$ cat src/hw/axi_perf_pkg.sv
`default_nettype none

package axi_perf_pkg;

  // ~~~~~~~~~~~~~~~~~~~~
  // AXI bus shape
  // ~~~~~~~~~~~~~~~~~~~~
  localparam int axi_addr_width = 28;
  localparam int axi_data_width = 128;
  localparam int axi_strb_width = axi_data_width / 8;
  localparam int axi_id_width = 4;
  localparam int lane_count = axi_data_width / 32;

  localparam int burst_beats = 16;
  localparam int burst_bytes = burst_beats * axi_strb_width;
  localparam int beat_idx_width = $clog2(burst_beats);

  localparam logic [7:0] axi_len = 8'(burst_beats - 1);
  localparam logic [2:0] axi_size = 3'($clog2(axi_strb_width));
  localparam logic [1:0] axi_burst_incr = 2'b01;
  localparam logic [1:0] resp_okay = 2'b00;
  localparam logic [1:0] resp_slverr = 2'b10;

  // Target pacing
  localparam int wait_states = 2;
  localparam int wait_cnt_width = $clog2(wait_states + 1);

  // ~~~~~~~~~~~~~~~~~~~~
  // Report and UART
  // ~~~~~~~~~~~~~~~~~~~~
  localparam int clks_per_bit = 16;
  localparam int uart_cnt_width = $clog2(clks_per_bit);
  localparam int report_bytes = 16;
  localparam int report_idx_width = $clog2(report_bytes);
  localparam logic [7:0] report_sync = 8'ha5;

  typedef enum logic [2:0] {
    wr_idle,
    wr_addr,
    wr_data,
    wr_resp,
    wr_report
  } writer_state_t;

  typedef enum logic [1:0] {
    tg_idle,
    tg_wait,
    tg_accept,
    tg_resp
  } target_state_t;

  typedef enum logic [1:0] {
    ut_idle,
    ut_start,
    ut_data,
    ut_stop
  } uart_state_t;

endpackage

`default_nettype wire

$ cat src/hw/axi_burst_writer.sv
`timescale 1ns/100ps
`default_nettype none

module axi_burst_writer (
  input  logic                                      clk,
  input  logic                                      rst,
  input  logic                                      start,
  input  logic [15:0]                               burst_count,
  output logic                                      busy,
  output logic                                      awvalid,
  output logic [axi_perf_pkg::axi_addr_width-1:0]   awaddr,
  output logic [axi_perf_pkg::axi_id_width-1:0]     awid,
  output logic [7:0]                                awlen,
  output logic [2:0]                                awsize,
  output logic [1:0]                                awburst,
  input  logic                                      awready,
  output logic                                      wvalid,
  output logic [axi_perf_pkg::axi_data_width-1:0]   wdata,
  output logic [axi_perf_pkg::axi_strb_width-1:0]   wstrb,
  output logic                                      wlast,
  input  logic                                      wready,
  input  logic                                      bvalid,
  input  logic [axi_perf_pkg::axi_id_width-1:0]     bid,
  input  logic [1:0]                                bresp,
  output logic                                      bready,
  output logic                                      report_valid,
  input  logic                                      report_ready,
  input  logic                                      done_pulse,
  output logic [15:0]                               bursts,
  output logic [31:0]                               beats,
  output logic [31:0]                               cycles,
  output logic [7:0]                                errors
);
  import axi_perf_pkg::*;

  writer_state_t state;
  logic [15:0] total;
  logic [beat_idx_width-1:0] beat_idx;
  logic report_seen;
  logic [31:0] burst_base;
  logic [31:0] lane;

  // Burst k starts at k * burst_bytes, every lane carries the beat address
  assign burst_base = 32'(bursts) * 32'(burst_bytes);
  assign lane = burst_base + 32'(beat_idx) * 32'(axi_strb_width);

  assign awvalid = state == wr_addr;
  assign awaddr = burst_base[axi_addr_width-1:0];
  assign awid = bursts[axi_id_width-1:0];
  assign awlen = axi_len;
  assign awsize = axi_size;
  assign awburst = axi_burst_incr;

  assign wvalid = state == wr_data;
  assign wdata = {lane_count{lane}};
  assign wstrb = '1;
  assign wlast = beat_idx == beat_idx_width'(burst_beats - 1);

  assign bready = state == wr_resp;

  always_ff @(posedge clk) begin
    if (rst) begin
      state <= wr_idle;
      busy <= 1'b0;
      report_valid <= 1'b0;
      report_seen <= 1'b0;
      total <= '0;
      beat_idx <= '0;
      bursts <= '0;
      beats <= '0;
      cycles <= '0;
      errors <= '0;
    end else begin
      // The start cycle counts as one, stalls are counted too
      if (state == wr_addr || state == wr_data || state == wr_resp) begin
        cycles <= cycles + 32'd1;
      end

      case (state)
        wr_idle: begin
          if (start) begin
            busy <= 1'b1;
            total <= burst_count;
            bursts <= '0;
            beats <= '0;
            errors <= '0;
            cycles <= 32'd1;
            beat_idx <= '0;
            report_seen <= 1'b0;
            if (burst_count == 16'd0) begin
              report_valid <= 1'b1;
              state <= wr_report;
            end else begin
              state <= wr_addr;
            end
          end
        end

        wr_addr: begin
          if (awready) begin
            state <= wr_data;
          end
        end

        wr_data: begin
          if (wready) begin
            beats <= beats + 32'd1;
            beat_idx <= beat_idx + 1'b1;
            if (wlast) begin
              state <= wr_resp;
            end
          end
        end

        wr_resp: begin
          if (bvalid) begin
            bursts <= bursts + 16'd1;
            if (bresp != resp_okay && errors != 8'hff) begin
              errors <= errors + 8'd1;
            end
            if (bursts + 16'd1 == total) begin
              report_valid <= 1'b1;
              state <= wr_report;
            end else begin
              state <= wr_addr;
            end
          end
        end

        wr_report: begin
          if (report_valid && report_ready) begin
            report_valid <= 1'b0;
            report_seen <= 1'b1;
          end
          if (report_seen && done_pulse) begin
            busy <= 1'b0;
            state <= wr_idle;
          end
        end

        default: state <= wr_idle;
      endcase
    end
  end

  // ~~~~~~~~~~~~~~~~~~~~
  // Protocol checks
  // ~~~~~~~~~~~~~~~~~~~~
  assert property (@(posedge clk) disable iff (rst)
    awvalid && !awready |=> awvalid && $stable(awaddr) && $stable(awid));

  // The sixteenth beat of every burst is the only one with wlast
  assert property (@(posedge clk) disable iff (rst)
    wvalid && wready |-> wlast == ((beats % burst_beats) == burst_beats - 1));

  assert property (@(posedge clk) disable iff (rst)
    bvalid && bready |-> bid == awid);

endmodule

`default_nettype wire

$ cat src/hw/axi_perf_top.sv
`timescale 1ns/100ps
`default_nettype none

module axi_perf_top (
  input  logic        clk,
  input  logic        rst,
  input  logic        start,
  input  logic [15:0] burst_count,
  output logic        busy,
  output logic        utx_pin
);
  import axi_perf_pkg::*;

  // ~~~~~~~~~~~~~~~~~~~~
  // AXI write path
  // ~~~~~~~~~~~~~~~~~~~~
  logic                      axi_awvalid;
  logic [axi_addr_width-1:0] axi_awaddr;
  logic [axi_id_width-1:0]   axi_awid;
  logic [7:0]                axi_awlen;
  logic [2:0]                axi_awsize;
  logic [1:0]                axi_awburst;
  logic                      axi_awready;
  logic                      axi_wvalid;
  logic [axi_data_width-1:0] axi_wdata;
  logic [axi_strb_width-1:0] axi_wstrb;
  logic                      axi_wlast;
  logic                      axi_wready;
  logic                      axi_bvalid;
  logic [axi_id_width-1:0]   axi_bid;
  logic [1:0]                axi_bresp;
  logic                      axi_bready;

  logic        report_valid;
  logic        report_ready;
  logic        done_pulse;
  logic [15:0] bursts;
  logic [31:0] beats;
  logic [31:0] cycles;
  logic [7:0]  errors;
  logic [31:0] signature;
  logic        byte_valid;
  logic [7:0]  byte_data;
  logic        byte_ready;
  logic        uart_idle;
  logic        clear;

  // Signature restarts with every accepted run
  assign clear = start && !busy;

  axi_burst_writer u_writer (
    .clk         (clk),
    .rst         (rst),
    .start       (start),
    .burst_count (burst_count),
    .busy        (busy),
    .awvalid     (axi_awvalid),
    .awaddr      (axi_awaddr),
    .awid        (axi_awid),
    .awlen       (axi_awlen),
    .awsize      (axi_awsize),
    .awburst     (axi_awburst),
    .awready     (axi_awready),
    .wvalid      (axi_wvalid),
    .wdata       (axi_wdata),
    .wstrb       (axi_wstrb),
    .wlast       (axi_wlast),
    .wready      (axi_wready),
    .bvalid      (axi_bvalid),
    .bid         (axi_bid),
    .bresp       (axi_bresp),
    .bready      (axi_bready),
    .report_valid(report_valid),
    .report_ready(report_ready),
    .done_pulse  (done_pulse),
    .bursts      (bursts),
    .beats       (beats),
    .cycles      (cycles),
    .errors      (errors)
  );

  axi_wr_target u_target (
    .clk      (clk),
    .rst      (rst),
    .clear    (clear),
    .awvalid  (axi_awvalid),
    .awaddr   (axi_awaddr),
    .awid     (axi_awid),
    .awlen    (axi_awlen),
    .awsize   (axi_awsize),
    .awburst  (axi_awburst),
    .awready  (axi_awready),
    .wvalid   (axi_wvalid),
    .wdata    (axi_wdata),
    .wstrb    (axi_wstrb),
    .wlast    (axi_wlast),
    .wready   (axi_wready),
    .bvalid   (axi_bvalid),
    .bid      (axi_bid),
    .bresp    (axi_bresp),
    .bready   (axi_bready),
    .signature(signature)
  );

  perf_reporter u_reporter (
    .clk         (clk),
    .rst         (rst),
    .report_valid(report_valid),
    .report_ready(report_ready),
    .bursts      (bursts),
    .beats       (beats),
    .cycles      (cycles),
    .errors      (errors),
    .signature   (signature),
    .byte_valid  (byte_valid),
    .byte_data   (byte_data),
    .byte_ready  (byte_ready),
    .done_pulse  (done_pulse)
  );

  uart_tx u_uart (
    .clk       (clk),
    .rst       (rst),
    .byte_valid(byte_valid),
    .byte_data (byte_data),
    .byte_ready(byte_ready),
    .idle      (uart_idle),
    .utx_pin   (utx_pin)
  );

  // The line is quiet whenever no run is in progress
  assert property (@(posedge clk) disable iff (rst) !busy |-> uart_idle && utx_pin);

endmodule

`default_nettype wire

$ cat src/hw/axi_wr_target.sv
`timescale 1ns/100ps
`default_nettype none

module axi_wr_target (
  input  logic                                      clk,
  input  logic                                      rst,
  input  logic                                      clear,
  input  logic                                      awvalid,
  input  logic [axi_perf_pkg::axi_addr_width-1:0]   awaddr,
  input  logic [axi_perf_pkg::axi_id_width-1:0]     awid,
  input  logic [7:0]                                awlen,
  input  logic [2:0]                                awsize,
  input  logic [1:0]                                awburst,
  output logic                                      awready,
  input  logic                                      wvalid,
  input  logic [axi_perf_pkg::axi_data_width-1:0]   wdata,
  input  logic [axi_perf_pkg::axi_strb_width-1:0]   wstrb,
  input  logic                                      wlast,
  output logic                                      wready,
  output logic                                      bvalid,
  output logic [axi_perf_pkg::axi_id_width-1:0]     bid,
  output logic [1:0]                                bresp,
  input  logic                                      bready,
  output logic [31:0]                               signature
);
  import axi_perf_pkg::*;

  target_state_t state;
  logic [axi_addr_width-1:0] addr_q;
  logic [axi_id_width-1:0] id_q;
  logic [7:0] len_q;
  logic [7:0] beat_cnt;
  logic [wait_cnt_width-1:0] wait_cnt;
  logic [axi_data_width-1:0] masked;
  logic [31:0] fold;

  assign awready = state == tg_idle;
  assign wready = state == tg_accept;
  assign bvalid = state == tg_resp;
  assign bid = id_q;
  // Top address bit marks the error region
  assign bresp = addr_q[axi_addr_width-1] ? resp_slverr : resp_okay;

  always_comb begin
    fold = '0;
    for (int i = 0; i < axi_strb_width; i++) begin
      masked[i*8 +: 8] = wstrb[i] ? wdata[i*8 +: 8] : 8'h00;
    end
    for (int l = 0; l < lane_count; l++) begin
      fold = fold ^ masked[l*32 +: 32];
    end
  end

  always_ff @(posedge clk) begin
    if (rst) begin
      state <= tg_idle;
      wait_cnt <= '0;
      beat_cnt <= '0;
      signature <= '0;
    end else begin
      case (state)
        tg_idle: begin
          if (awvalid) begin
            beat_cnt <= '0;
            wait_cnt <= '0;
            state <= tg_wait;
          end
        end

        // Exactly wait_states idle cycles before each accept cycle
        tg_wait: begin
          if (wvalid) begin
            if (wait_cnt == wait_cnt_width'(wait_states - 1)) begin
              wait_cnt <= '0;
              state <= tg_accept;
            end else begin
              wait_cnt <= wait_cnt + 1'b1;
            end
          end
        end

        tg_accept: begin
          if (wvalid) begin
            beat_cnt <= beat_cnt + 8'd1;
            state <= (beat_cnt == len_q) ? tg_resp : tg_wait;
          end
        end

        tg_resp: begin
          if (bready) begin
            state <= tg_idle;
          end
        end

        default: state <= tg_idle;
      endcase

      if (clear) begin
        signature <= '0;
      end else if (wvalid && wready) begin
        signature <= signature ^ fold;
      end
    end
  end

  always_ff @(posedge clk) begin
    if (awvalid && awready) begin
      addr_q <= awaddr;
      id_q <= awid;
      len_q <= awlen;
    end
  end

  // ~~~~~~~~~~~~~~~~~~~~
  // Protocol checks
  // ~~~~~~~~~~~~~~~~~~~~
  assert property (@(posedge clk) disable iff (rst)
    bvalid && !bready |=> bvalid && $stable(bresp) && $stable(bid));

  // Master's wlast must agree with the length taken from AW
  assert property (@(posedge clk) disable iff (rst)
    wvalid && wready |-> wlast == (beat_cnt == len_q));

  assert property (@(posedge clk) disable iff (rst)
    awvalid && awready |-> awburst == axi_burst_incr && awsize == axi_size);

endmodule

`default_nettype wire

$ cat src/hw/perf_reporter.sv
`timescale 1ns/100ps
`default_nettype none

module perf_reporter (
  input  logic        clk,
  input  logic        rst,
  input  logic        report_valid,
  output logic        report_ready,
  input  logic [15:0] bursts,
  input  logic [31:0] beats,
  input  logic [31:0] cycles,
  input  logic [7:0]  errors,
  input  logic [31:0] signature,
  output logic        byte_valid,
  output logic [7:0]  byte_data,
  input  logic        byte_ready,
  output logic        done_pulse
);
  import axi_perf_pkg::*;

  typedef enum logic [1:0] {
    rp_idle,
    rp_send,
    rp_drain
  } rp_state_t;

  rp_state_t state;
  logic [report_bytes*8-1:0] frame;
  logic [report_idx_width-1:0] byte_idx;

  assign report_ready = state == rp_idle;
  assign byte_valid = state == rp_send;
  assign byte_data = frame[byte_idx*8 +: 8];

  // UART ready again means the last stop bit has gone out
  assign done_pulse = (state == rp_drain) && byte_ready;

  always_ff @(posedge clk) begin
    if (rst) begin
      state <= rp_idle;
      byte_idx <= '0;
    end else begin
      case (state)
        rp_idle: begin
          if (report_valid) begin
            byte_idx <= '0;
            state <= rp_send;
          end
        end

        rp_send: begin
          if (byte_ready) begin
            if (byte_idx == report_idx_width'(report_bytes - 1)) begin
              state <= rp_drain;
            end else begin
              byte_idx <= byte_idx + 1'b1;
            end
          end
        end

        rp_drain: begin
          if (byte_ready) begin
            state <= rp_idle;
          end
        end

        default: state <= rp_idle;
      endcase
    end
  end

  // Byte 0 is the sync, fields follow LSB first
  always_ff @(posedge clk) begin
    if (report_valid && report_ready) begin
      frame <= {signature, errors, cycles, beats, bursts, report_sync};
    end
  end

endmodule

`default_nettype wire

$ cat src/hw/uart_tx.sv
`timescale 1ns/100ps
`default_nettype none

module uart_tx (
  input  logic       clk,
  input  logic       rst,
  input  logic       byte_valid,
  input  logic [7:0] byte_data,
  output logic       byte_ready,
  output logic       idle,
  output logic       utx_pin
);
  import axi_perf_pkg::*;

  uart_state_t state;
  logic [uart_cnt_width-1:0] bit_cnt;
  logic [2:0] bit_idx;
  logic [7:0] shreg;
  logic bit_end;

  assign bit_end = bit_cnt == uart_cnt_width'(clks_per_bit - 1);
  assign byte_ready = state == ut_idle;
  assign idle = (state == ut_idle) && !byte_valid;

  always_ff @(posedge clk) begin
    if (rst) begin
      state <= ut_idle;
      bit_cnt <= '0;
      bit_idx <= '0;
      utx_pin <= 1'b1;
    end else begin
      bit_cnt <= (state == ut_idle || bit_end) ? '0 : bit_cnt + 1'b1;
      case (state)
        ut_idle: begin
          if (byte_valid) begin
            shreg <= byte_data;
            utx_pin <= 1'b0;
            state <= ut_start;
          end
        end

        ut_start: begin
          if (bit_end) begin
            bit_idx <= '0;
            utx_pin <= shreg[0];
            state <= ut_data;
          end
        end

        // LSB first, the shift register drops each bit as it is sent
        ut_data: begin
          if (bit_end) begin
            if (bit_idx == 3'd7) begin
              utx_pin <= 1'b1;
              state <= ut_stop;
            end else begin
              bit_idx <= bit_idx + 3'd1;
              shreg <= {1'b0, shreg[7:1]};
              utx_pin <= shreg[1];
            end
          end
        end

        ut_stop: begin
          if (bit_end) begin
            state <= ut_idle;
          end
        end

        default: state <= ut_idle;
      endcase
    end
  end

endmodule

`default_nettype wire

$ cat config.mk
export PLATFORM = sky130hd
export DESIGN_NAME = axi_perf_top
export DESIGN_NICKNAME = d
export VERILOG_FILES = /design/src/hw/axi_perf_pkg.sv /design/src/hw/axi_burst_writer.sv /design/src/hw/axi_perf_top.sv /design/src/hw/axi_wr_target.sv /design/src/hw/perf_reporter.sv /design/src/hw/uart_tx.sv
export SDC_FILE = /design/constraint.sdc
export NUM_CORES = 1
export LEC_CHECK = 0
export ABC_CLOCK_PERIOD_IN_PS = 16100
export BUFFER_PORTS_ARGS = -buffer_cell sky130_fd_sc_hd__buf_4
export CORE_UTILIZATION = 50
export DETAILED_ROUTE_END_ITERATION = 6
export HOLD_SLACK_MARGIN = 0.15
export PLACE_DENSITY_LB_ADDON = 0.12
export REMOVE_ABC_BUFFERS = 1
export SLEW_MARGIN = 40
export SYNTH_ARGS = -nofsm -noshare
export SYNTH_HDL_FRONTEND = slang
export SYNTH_SLANG_ARGS = --single-unit
export TNS_END_PERCENT = 30
$ cat constraint.sdc
create_clock -name clk -period 16.1 [get_ports clk]
set_input_delay 0.805 -clock clk [delete_from_list [all_inputs] [get_ports clk]]
set_output_delay 0.805 -clock clk [all_outputs]
set_load 0.005 [all_outputs]
; Word-level counts from Yosys, hierarchy flattened
; Cells that the tools add are included.
; W data, S select, Z words.
[op_classes]
shifts = 1
eq_ne = 44
reduce_logical = 43
n_mux = 77
add_sub_neg = 10
n_bitwise = 6
[op_table]
columns = operator, n
row1 = $mux W32, 5
row2 = $shiftx A128 B8 Y8, 1
row3 = $add A32 B1 Y32 const B, 2
row4 = $pmux W32 S2, 1
row5 = $xor A32 B25 Y32, 2
row6 = $mux W8, 7
row7 = $mux W2, 18
row8 = $mux W3, 11
row9 = $mux W16, 2
row10 = $ne A2 B1 Y1 const B, 16
row11 = $pmux W16 S2, 1
row12 = $pmux W8 S2, 2
row13 = $xor A32 B32 Y32, 1
row14 = $add A24 B8 Y25, 1
row15 = $xor A25 B25 Y25, 1
row16 = $mux W4, 5
row17 = $reduce_and A4 Y1, 5
row18 = $ne A2 B2 Y1 const B, 9
row19 = $reduce_and A3 Y1, 6
row20 = $add A16 B1 Y16 const B, 1
row21 = $eq A16 B16 Y1, 1
row22 = $logic_not A16 Y1, 1
row23 = $pmux W2 S4, 2
row24 = $pmux W4 S2, 2
row25 = other kinds (30), 78
[totals]
word_cells = 203
in_bits = 19
reg_bits = 302
out_inout_bits = 2

; Depth between registers and ports, before layout
; Gate-level depths: netlist (run 1).
[logic_depth]
depth_word = 6
mapped_depth = 9
mapped_depth_nobuf = 8

; By module
; From an unflattened synthesis (run 1), not the netlist that was laid out.
[unflattened]
hier_cells = 1708
hier_area_um2 = 16786.1
[modules_own_cells]
columns = module, n_inst, cells_per_inst, seq_area_each_um2, area_each_um2
row1 = axi_burst_writer, 1, 908, 2282.2, 7179.4
row2 = perf_reporter, 1, 244, 3723.6, 4944.7
row3 = axi_wr_target, 1, 474, 1271.2, 3699.8
row4 = uart_tx, 1, 81, 440.4, 948.4
row5 = axi_perf_top, 1, 1, 0.0, 13.8

; Worst setup path after synthesis (run 1)
; OpenSTA, ideal clock, no wires.
[synth_path]
kind = reg2reg
from = register u_writer.report_valid
to = register u_reporter.byte_idx[3]
t_required_ps = 15689
path_stages_with_launch = 7
path_slack_ps = 8042
arrival_ps = 7647
path_buffers = 0
period_less_slack_ps = 8058
setup_time_ps = 411
cell_sequence = dfxtp_1 -> nor3b_1 -> a21oi_1 -> a21oi_1 -> nand4_1 -> xor2_1 -> nor3_1
[synth_between]
elab_chain_cells = 2
[synth_lines]
columns = element, line
row1 = "start, declared", axi_burst_writer.sv:26  ; output logic report_valid,
row2 = "start signal, assigned", axi_burst_writer.sv:65  ; report_valid <= 1'b0;
row3 = "start signal, assigned", axi_burst_writer.sv:91  ; report_valid <= 1'b1;
row4 = "start signal, assigned", axi_burst_writer.sv:122  ; report_valid <= 1'b1;
row5 = $ne A2 B2 Y1 (no source line), -
row6 = $reduce_and A4 Y1 (no source line), -
row7 = "end signal, assigned", perf_reporter.sv:56  ; byte_idx <= byte_idx + 1'b1;
row8 = "end, declared", perf_reporter.sv:29  ; logic [report_idx_width-1:0] byte_idx;
; No other way between the ends.
; A chain may end at the register's enable or synchronous reset.

; Worst setup path after layout (run 1)
[layout_path]
from = register u_writer.state[0]
to = register u_writer.cycles[29]
[layout_between]
elab_chain_cells = 6
word_cells_on_any_way = 9
classes_between = 3 x eq/ne / 3 x mux / 3 x reduce/logical
[layout_lines]
columns = element, line
row1 = "start, declared", axi_burst_writer.sv:36  ; writer_state_t state;
row2 = "start signal, assigned", axi_burst_writer.sv:63  ; state <= wr_idle;
row3 = "start signal, assigned", axi_burst_writer.sv:92  ; state <= wr_report;
row4 = "start signal, assigned", axi_burst_writer.sv:94  ; state <= wr_addr;
row5 = $eq A3 B1 Y1 / $eq A3 B2 Y1 (equally long branches), axi_burst_writer.sv:75  ; if (state == wr_addr || state == wr_data || state == wr_resp) begin
row6 = $logic_or A1 B1 Y1 (2 in a row), axi_burst_writer.sv:75
row7 = $mux W32, axi_burst_writer.sv:75
row8 = $mux W32, axi_burst_writer.sv:81  ; if (start) begin
row9 = $mux W32 *, axi_burst_writer.sv:79  ; case (state)
row10 = "end signal, assigned", axi_burst_writer.sv:76  ; cycles <= cycles + 32'd1;
row11 = "end, declared", axi_burst_writer.sv:31  ; output logic [31:0] cycles,
; Mark *: on every way between the ends. The rest lies on a longest branch, timed or not.

==> impl_metrics.ini, run 1 <==
[run_status]
status = complete, no violations

[power_and_ir_drop]
power_frac_clock = 0.345
power_switching_share = 0.287
pwr-share-comb = 0.181
p_switching_uw = 444
intPower_uw = 1100
powerDensity_nw_per_um2 = 139
sequentialPowerShare = 0.474
total_power_uw = 1550
max-vdd-ir-drop_mv = 0.0966
leakagePower_uw = 0.00374

[setup_path]
crit_fanout = 21
start_kind = flop
crit_buf_inv = 0
slowest_delay_ns = 0.77
cp-end-kind = flop
critPathKind = reg -> reg
crit_family = simple AND/OR/NAND/NOR gates
critical_path_required_ns = 16.47
worst_path_max_delay_cell = dfxtp_1
crit_chain = o21bai_2, or4_1, nor4_4, and3_2, nand3_1, xor2_1, nor2_1
cp.arrival_ns = 3.28

[flow_run]
cap_violations = 0

[sta]
drv_slew = 0
worstMarginPinSlew_ns = 0.832
rsz0062_at_grt = false
finalSetupViolations = 0
slew_headroom = 0.443
tns_ns = 0
period_needed_ns = 2.90
max_freq_mhz = 344
finClkSkew_ns = 0.0137
finalCritPeriodShare = 0.180
layout_setup_ws_ns = 13.20
hold_violations = 0
whs_ns = 0.451

[grt]
grt_pass1_vias = 6473
grt_pass1_wl_mm = 33.1
overflow = 0
grt_use_total = 0.203
grt_antenna_before_repair = 0
grt_start_max_net_pins = 70

[place]
hpwl_mm = 13.9
place_congestion = 0.807
pre_cts_ws_ns = 13.23
portBuffers = 20
place_inst = 1248

[detailed_routing]
wl_mm = 20.3
avgRoutedWirePerCell_um = 15.7
drtAntennaViolNets = 0
first_pass_iters = 5
vias_per_cell = 5.45
drc = 0
drt_iter0_markers = 445
dr_total_vias = 7031

[yosys]
synth_edf_count = 88
synth_cell_type_count = 69
netlist_area_um2 = 10100
ys.flop_type = dfxtp_1
synthArstFlopShare = 0
yosys_warnings = 0
synth_seq_area_share = 0.529
netlist_instances = 1008
synth_area_per_cell_um2 = 9.99
ys_seq_elements = 222

[cts]
cts_setup_buffers = 0
cts_buffers = 24
holdBufCountCts = 0
clk-insertion-delay-late_ns = 0.51
h-tree-depth = 1
cts_buffer_depth = 3
cts_resized = 0
cts_tree = done
cts_sinks = 222
cts_root_buf = clkbuf_16
clkTransAtPathRegs_ns = 0.06

[floorplan]
io_pins = 21
die_h_um = 144
row_count = 51
die_w_um = 144
dieArea_um2 = 20700
fp.coreArea_um2 = 19600
initial_utilization = 0.514

[final_layout]
diodes = 0
layout_common_cells = nor2_1 (146), dfxtp_1 (134), nand2_1 (95)
area_growth_pct = 10.8
stdcell_count = 1291
fillers = 1762
drive_gt1_frac = 0.105
mostFrequentLayoutCell = nor2_1
finalNetCount = 1041

[worst_hold_path]
min_path_type = reg -> reg
==> state kept, by name (all words and copies together) (netlist names), 3 cells and up <==
name	cells
u_reporter.frame	80
u_writer.beats	32
u_writer.cycles	32
u_writer.bursts	16
u_writer.total	16
u_target.beat_cnt	8
u_uart.shreg	8
u_reporter.byte_idx	4
u_uart.bit_cnt	4
u_writer.beat_idx	4
u_uart.bit_idx	3
u_writer.state	3
==> worst register-to-register path: cells and delay by family, from the launching register on <==
kind / cells / cell delay [ns]
DFF: 1 / 0.77
xor gates and xnor gates: 1 / 0.14
and+or+nand+nor: 5 / 1.59
AOI/OAI and AO/OA: 1 / 0.26
==> cell type report <==
cell class | count | area [µm²] | area share
clock inverters | 14 | 123 | 0.0110
repair buffers | 29 | 221 | 0.0199
clock buffers | 29 | 641 | 0.0574
multi-input cells | 713 | 4440 | 0.398
flip-flops and latches | 222 | 5330 | 0.478
inverters | 19 | 71.3 | 0.00640
well taps | 265 | 332 | 0.0297
==> power groups by stage <==
| stage | clock network [µW] | logic [µW] | registers (µW) |
|---|---|---|---|
| floorplan | 0 | 198 | 744 |
| global placement | 0 | 280 | 745 |
| detailed placement | 0 | 283 | 747 |
| CTS | 546 | 284 | 735 |
| global route | 568 | 312 | 741 |
| finish | 533 | 280 | 734 |
==> path summary, 6_finish.rpt <==
path / startpoint / endpoint / slack [ns] / depth (start not counted)
setup reg to reg: u_writer.state[0] / u_writer.cycles[29] / 13.20 / 7
hold / removal: u_uart.bit_cnt[0] / u_uart.bit_cnt[0] / 0.45 / 1
setup / recovery: u_writer.state[0] / u_writer.cycles[29] / 13.20 / 7
hold reg to reg: u_uart.bit_cnt[0] / u_uart.bit_cnt[0] / 0.45 / 1
==> stage by stage <==
step                utilization  area, µm²
CTS                       0.569      11100
finish                    0.569      11200
detailed placement        0.530      10400
global placement          0.530      10400
floorplan                     -       9830
global route              0.569      11200
==> synth_stat cells (8+ instances only) <==
cell / number / share of area
mux2_2: 9 / 0.010
clkbuf_1: 31 / 0.012
nand3_1: 39 / 0.019
and3_1: 14 / 0.0087
mux4_2: 8 / 0.018
or3_1: 14 / 0.0087
xnor2_1: 36 / 0.031
nor2_1: 146 / 0.054
nand2_1: 95 / 0.035
mux2i_1: 16 / 0.016
a211oi_1: 8 / 0.0060
nand4_1: 20 / 0.012
dfxtp_1: 134 / 0.27
inv_1: 19 / 0.0071
xor2_1: 48 / 0.042
buf_1: 12 / 0.0045
a21oi_1: 74 / 0.037
a22oi_1: 13 / 0.0097
nor3_1: 15 / 0.0075
o21ai_0: 33 / 0.016
ha_1: 13 / 0.016
edfxtp_1: 88 / 0.26
nor4_1: 11 / 0.0068
==> metal layers <==
layer	track usage	wire length (µm)	vias up
met4	0.0588	393	0
met1	0.281	9760	3281
li1	-	-	3614
met3	0.0257	634	32
met2	0.332	9470	104
met5	0	0	-
==> cell families (layout without fill, tap and decap cells) <==
logic type,count (synthesis),in the layout,share of synthesized area
muxes,33,33,0.0439
and+or+nand+nor,409,409,0.200
xor gates and xnor gates,84,84,0.0731
DFF,222,222,0.529
adders and majority gates,13,13,0.0162
buffers and inverters,73,91,0.0307
AOI/OAI and AO/OA,174,174,0.108
No activity file was read; power rests on OpenSTA's default activity.
==> run 2: changes to the inputs <==
--- a/config.mk
+++ b/config.mk
@@ -5,7 +5,7 @@
 export SDC_FILE = /design/constraint.sdc
 export NUM_CORES = 1
 export LEC_CHECK = 0
-export ABC_CLOCK_PERIOD_IN_PS = 16100
+export ABC_CLOCK_PERIOD_IN_PS = 2500
 export BUFFER_PORTS_ARGS = -buffer_cell sky130_fd_sc_hd__buf_4
 export CORE_UTILIZATION = 50
 export DETAILED_ROUTE_END_ITERATION = 6
==> constraint.sdc (replaced) <==
create_clock -name clk -period 2.5 [get_ports clk]
set_input_delay 0.125 -clock clk [delete_from_list [all_inputs] [get_ports clk]]
set_output_delay 0.125 -clock clk [all_outputs]
set_load 0.005 [all_outputs]
==> run 2 against run 1 <==
Highest routed layer unchanged. Final area is 4.9% higher. Sequential share of layout area is 2.2 points lower. Total power grew to 6.6 times the previous value. Setup slack worse by 13 ns. Fmax is 24% higher. Worst hold slack worse by 0.033 ns. Largest cell class unchanged. Clock power grew to 6.5 times the previous value. Clock skew is 0.0027 ns higher.
==> impl_metrics.ini, run 2 (synthesis results as in run 1) <==
[flow_run]
cap_violations = 0

[grt]
grt_use_total = 0.213
grt_start_max_net_pins = 86
grt_antenna_before_repair = 0
overflow = 0
grt_pass1_wl_mm = 34.7
grt_pass1_vias = 6853

[final_layout]
drive_gt1_frac = 0.138
mostFrequentLayoutCell = nor2_1
stdcell_count = 1353
area_growth_pct = 16.3
finalNetCount = 1101
largest_reg_flops = 80
fillers = 1723
top_regs = u_reporter.frame (80), u_writer.beats (32), u_writer.cycles (32)
top_register = u_reporter.frame
diodes = 0
layout_common_cells = nor2_1 (146), dfxtp_1 (134), nand2_1 (95)

[sta]
whs_ns = 0.417
layout_setup_ws_ns = 0.163
rsz0062_at_grt = true
drv_slew = 0
slew_headroom = 0.535
finalSetupViolations = 0
finClkSkew_ns = 0.0164
tns_ns = 0
max_freq_mhz = 428
hold_violations = 0
worstMarginPinSlew_ns = 0.697
period_needed_ns = 2.34
finalCritPeriodShare = 0.935

[cts]
cts_sinks = 222
cts_buffer_depth = 3
h-tree-depth = 1
cts_tree = done
clkTransAtPathRegs_ns = 0.06
clk-insertion-delay-late_ns = 0.52
cts_setup_buffers = 0
cts_buffers = 25
cts_root_buf = clkbuf_16

[detailed_routing]
drt_iter0_markers = 433
avgRoutedWirePerCell_um = 15.8
drtAntennaViolNets = 0
dr_total_vias = 7401
drc = 0
wl_mm = 21.4
vias_per_cell = 5.47
first_pass_iters = 5

[floorplan]
fp.coreArea_um2 = 19600
die_h_um = 144
dieArea_um2 = 20700
die_w_um = 144
initial_utilization = 0.514
io_pins = 21
row_count = 51

[power_and_ir_drop]
max-vdd-ir-drop_mv = 0.650
leakagePower_uw = 0.00404
powerDensity_nw_per_um2 = 866

[place]
place_inst = 1288
pre_cts_ws_ns = 0.147
hpwl_mm = 14.6
portBuffers = 20
place_congestion = 0.863

[setup_path]
critPathKind = reg -> reg
start_kind = flop
cp.arrival_ns = 2.78
critical_path_required_ns = 2.94
cp-end-kind = flop
crit_fanout = 8

[worst_hold_path]
min_path_type = in -> reg

[run_status]
status = complete, no violations
-- run 2: path summary, 6_finish.rpt --
kind | from | to | slack (ns) | depth (start not counted)
hold / removal | burst_count[15] | u_writer.total[15] | 0.42 | 4
setup / recovery | u_writer.bursts[8] | u_writer.state[2] | 0.16 | 8
hold reg to reg | u_writer.cycles[2] | u_reporter.frame[58] | 0.43 | 0
setup reg to reg | u_writer.bursts[8] | u_writer.state[2] | 0.16 | 8
-- run 2: final cells by class --
class | instances | area, µm² | area share
clock buffer | 31 | 668 | 0.0571
clock inverter | 15 | 106 | 0.00909
inverter | 19 | 71.3 | 0.00609
multi-input combinational | 713 | 4450 | 0.381
sequential | 222 | 5330 | 0.455
tap | 265 | 332 | 0.0283
timing repair buffer | 88 | 746 | 0.0637
-- run 2: per-layer routing --
metal | up-vias | track usage | wire length, µm
met2 | 125 | 0.350 | 10200
met5 | - | 0 | 0
li1 | 3725 | - | -
met1 | 3513 | 0.289 | 9850
met3 | 38 | 0.0293 | 676
met4 | 0 | 0.0733 | 619
-- run 2: report_power, final --
part,internal [µW],switching [µW],total [µW]
clock,2000,1440,3440
combinational,796,1250,2040
sequential,4400,256,4660
-- run 2: critical path, stage by stage (launching register included) --
cell	delay [ns]
dfxtp_1	0.36
buf_4	0.16
nand2_1	0.09
or3_4	0.42
or3_1	0.39
a21oi_2	0.15
o2111ai_2	0.18
or3b_1	0.38
a21oi_1	0.14
-- run 2: timing repair --
action                     4_1_cts  5_1_grt
hold endpoints to repair        45        0
hold buffers                    19        0
resized for setup                0        3
setup endpoints to repair        0        7
-- run 2: stage by stage --
stage,area (µm²),power (µW),util
floorplan,9830,5770,-
global placement,10700,6730,0.547
detailed placement,10700,6750,0.547
CTS,11700,10200,0.597
global route,11700,10600,0.597
finish,11700,10100,0.597
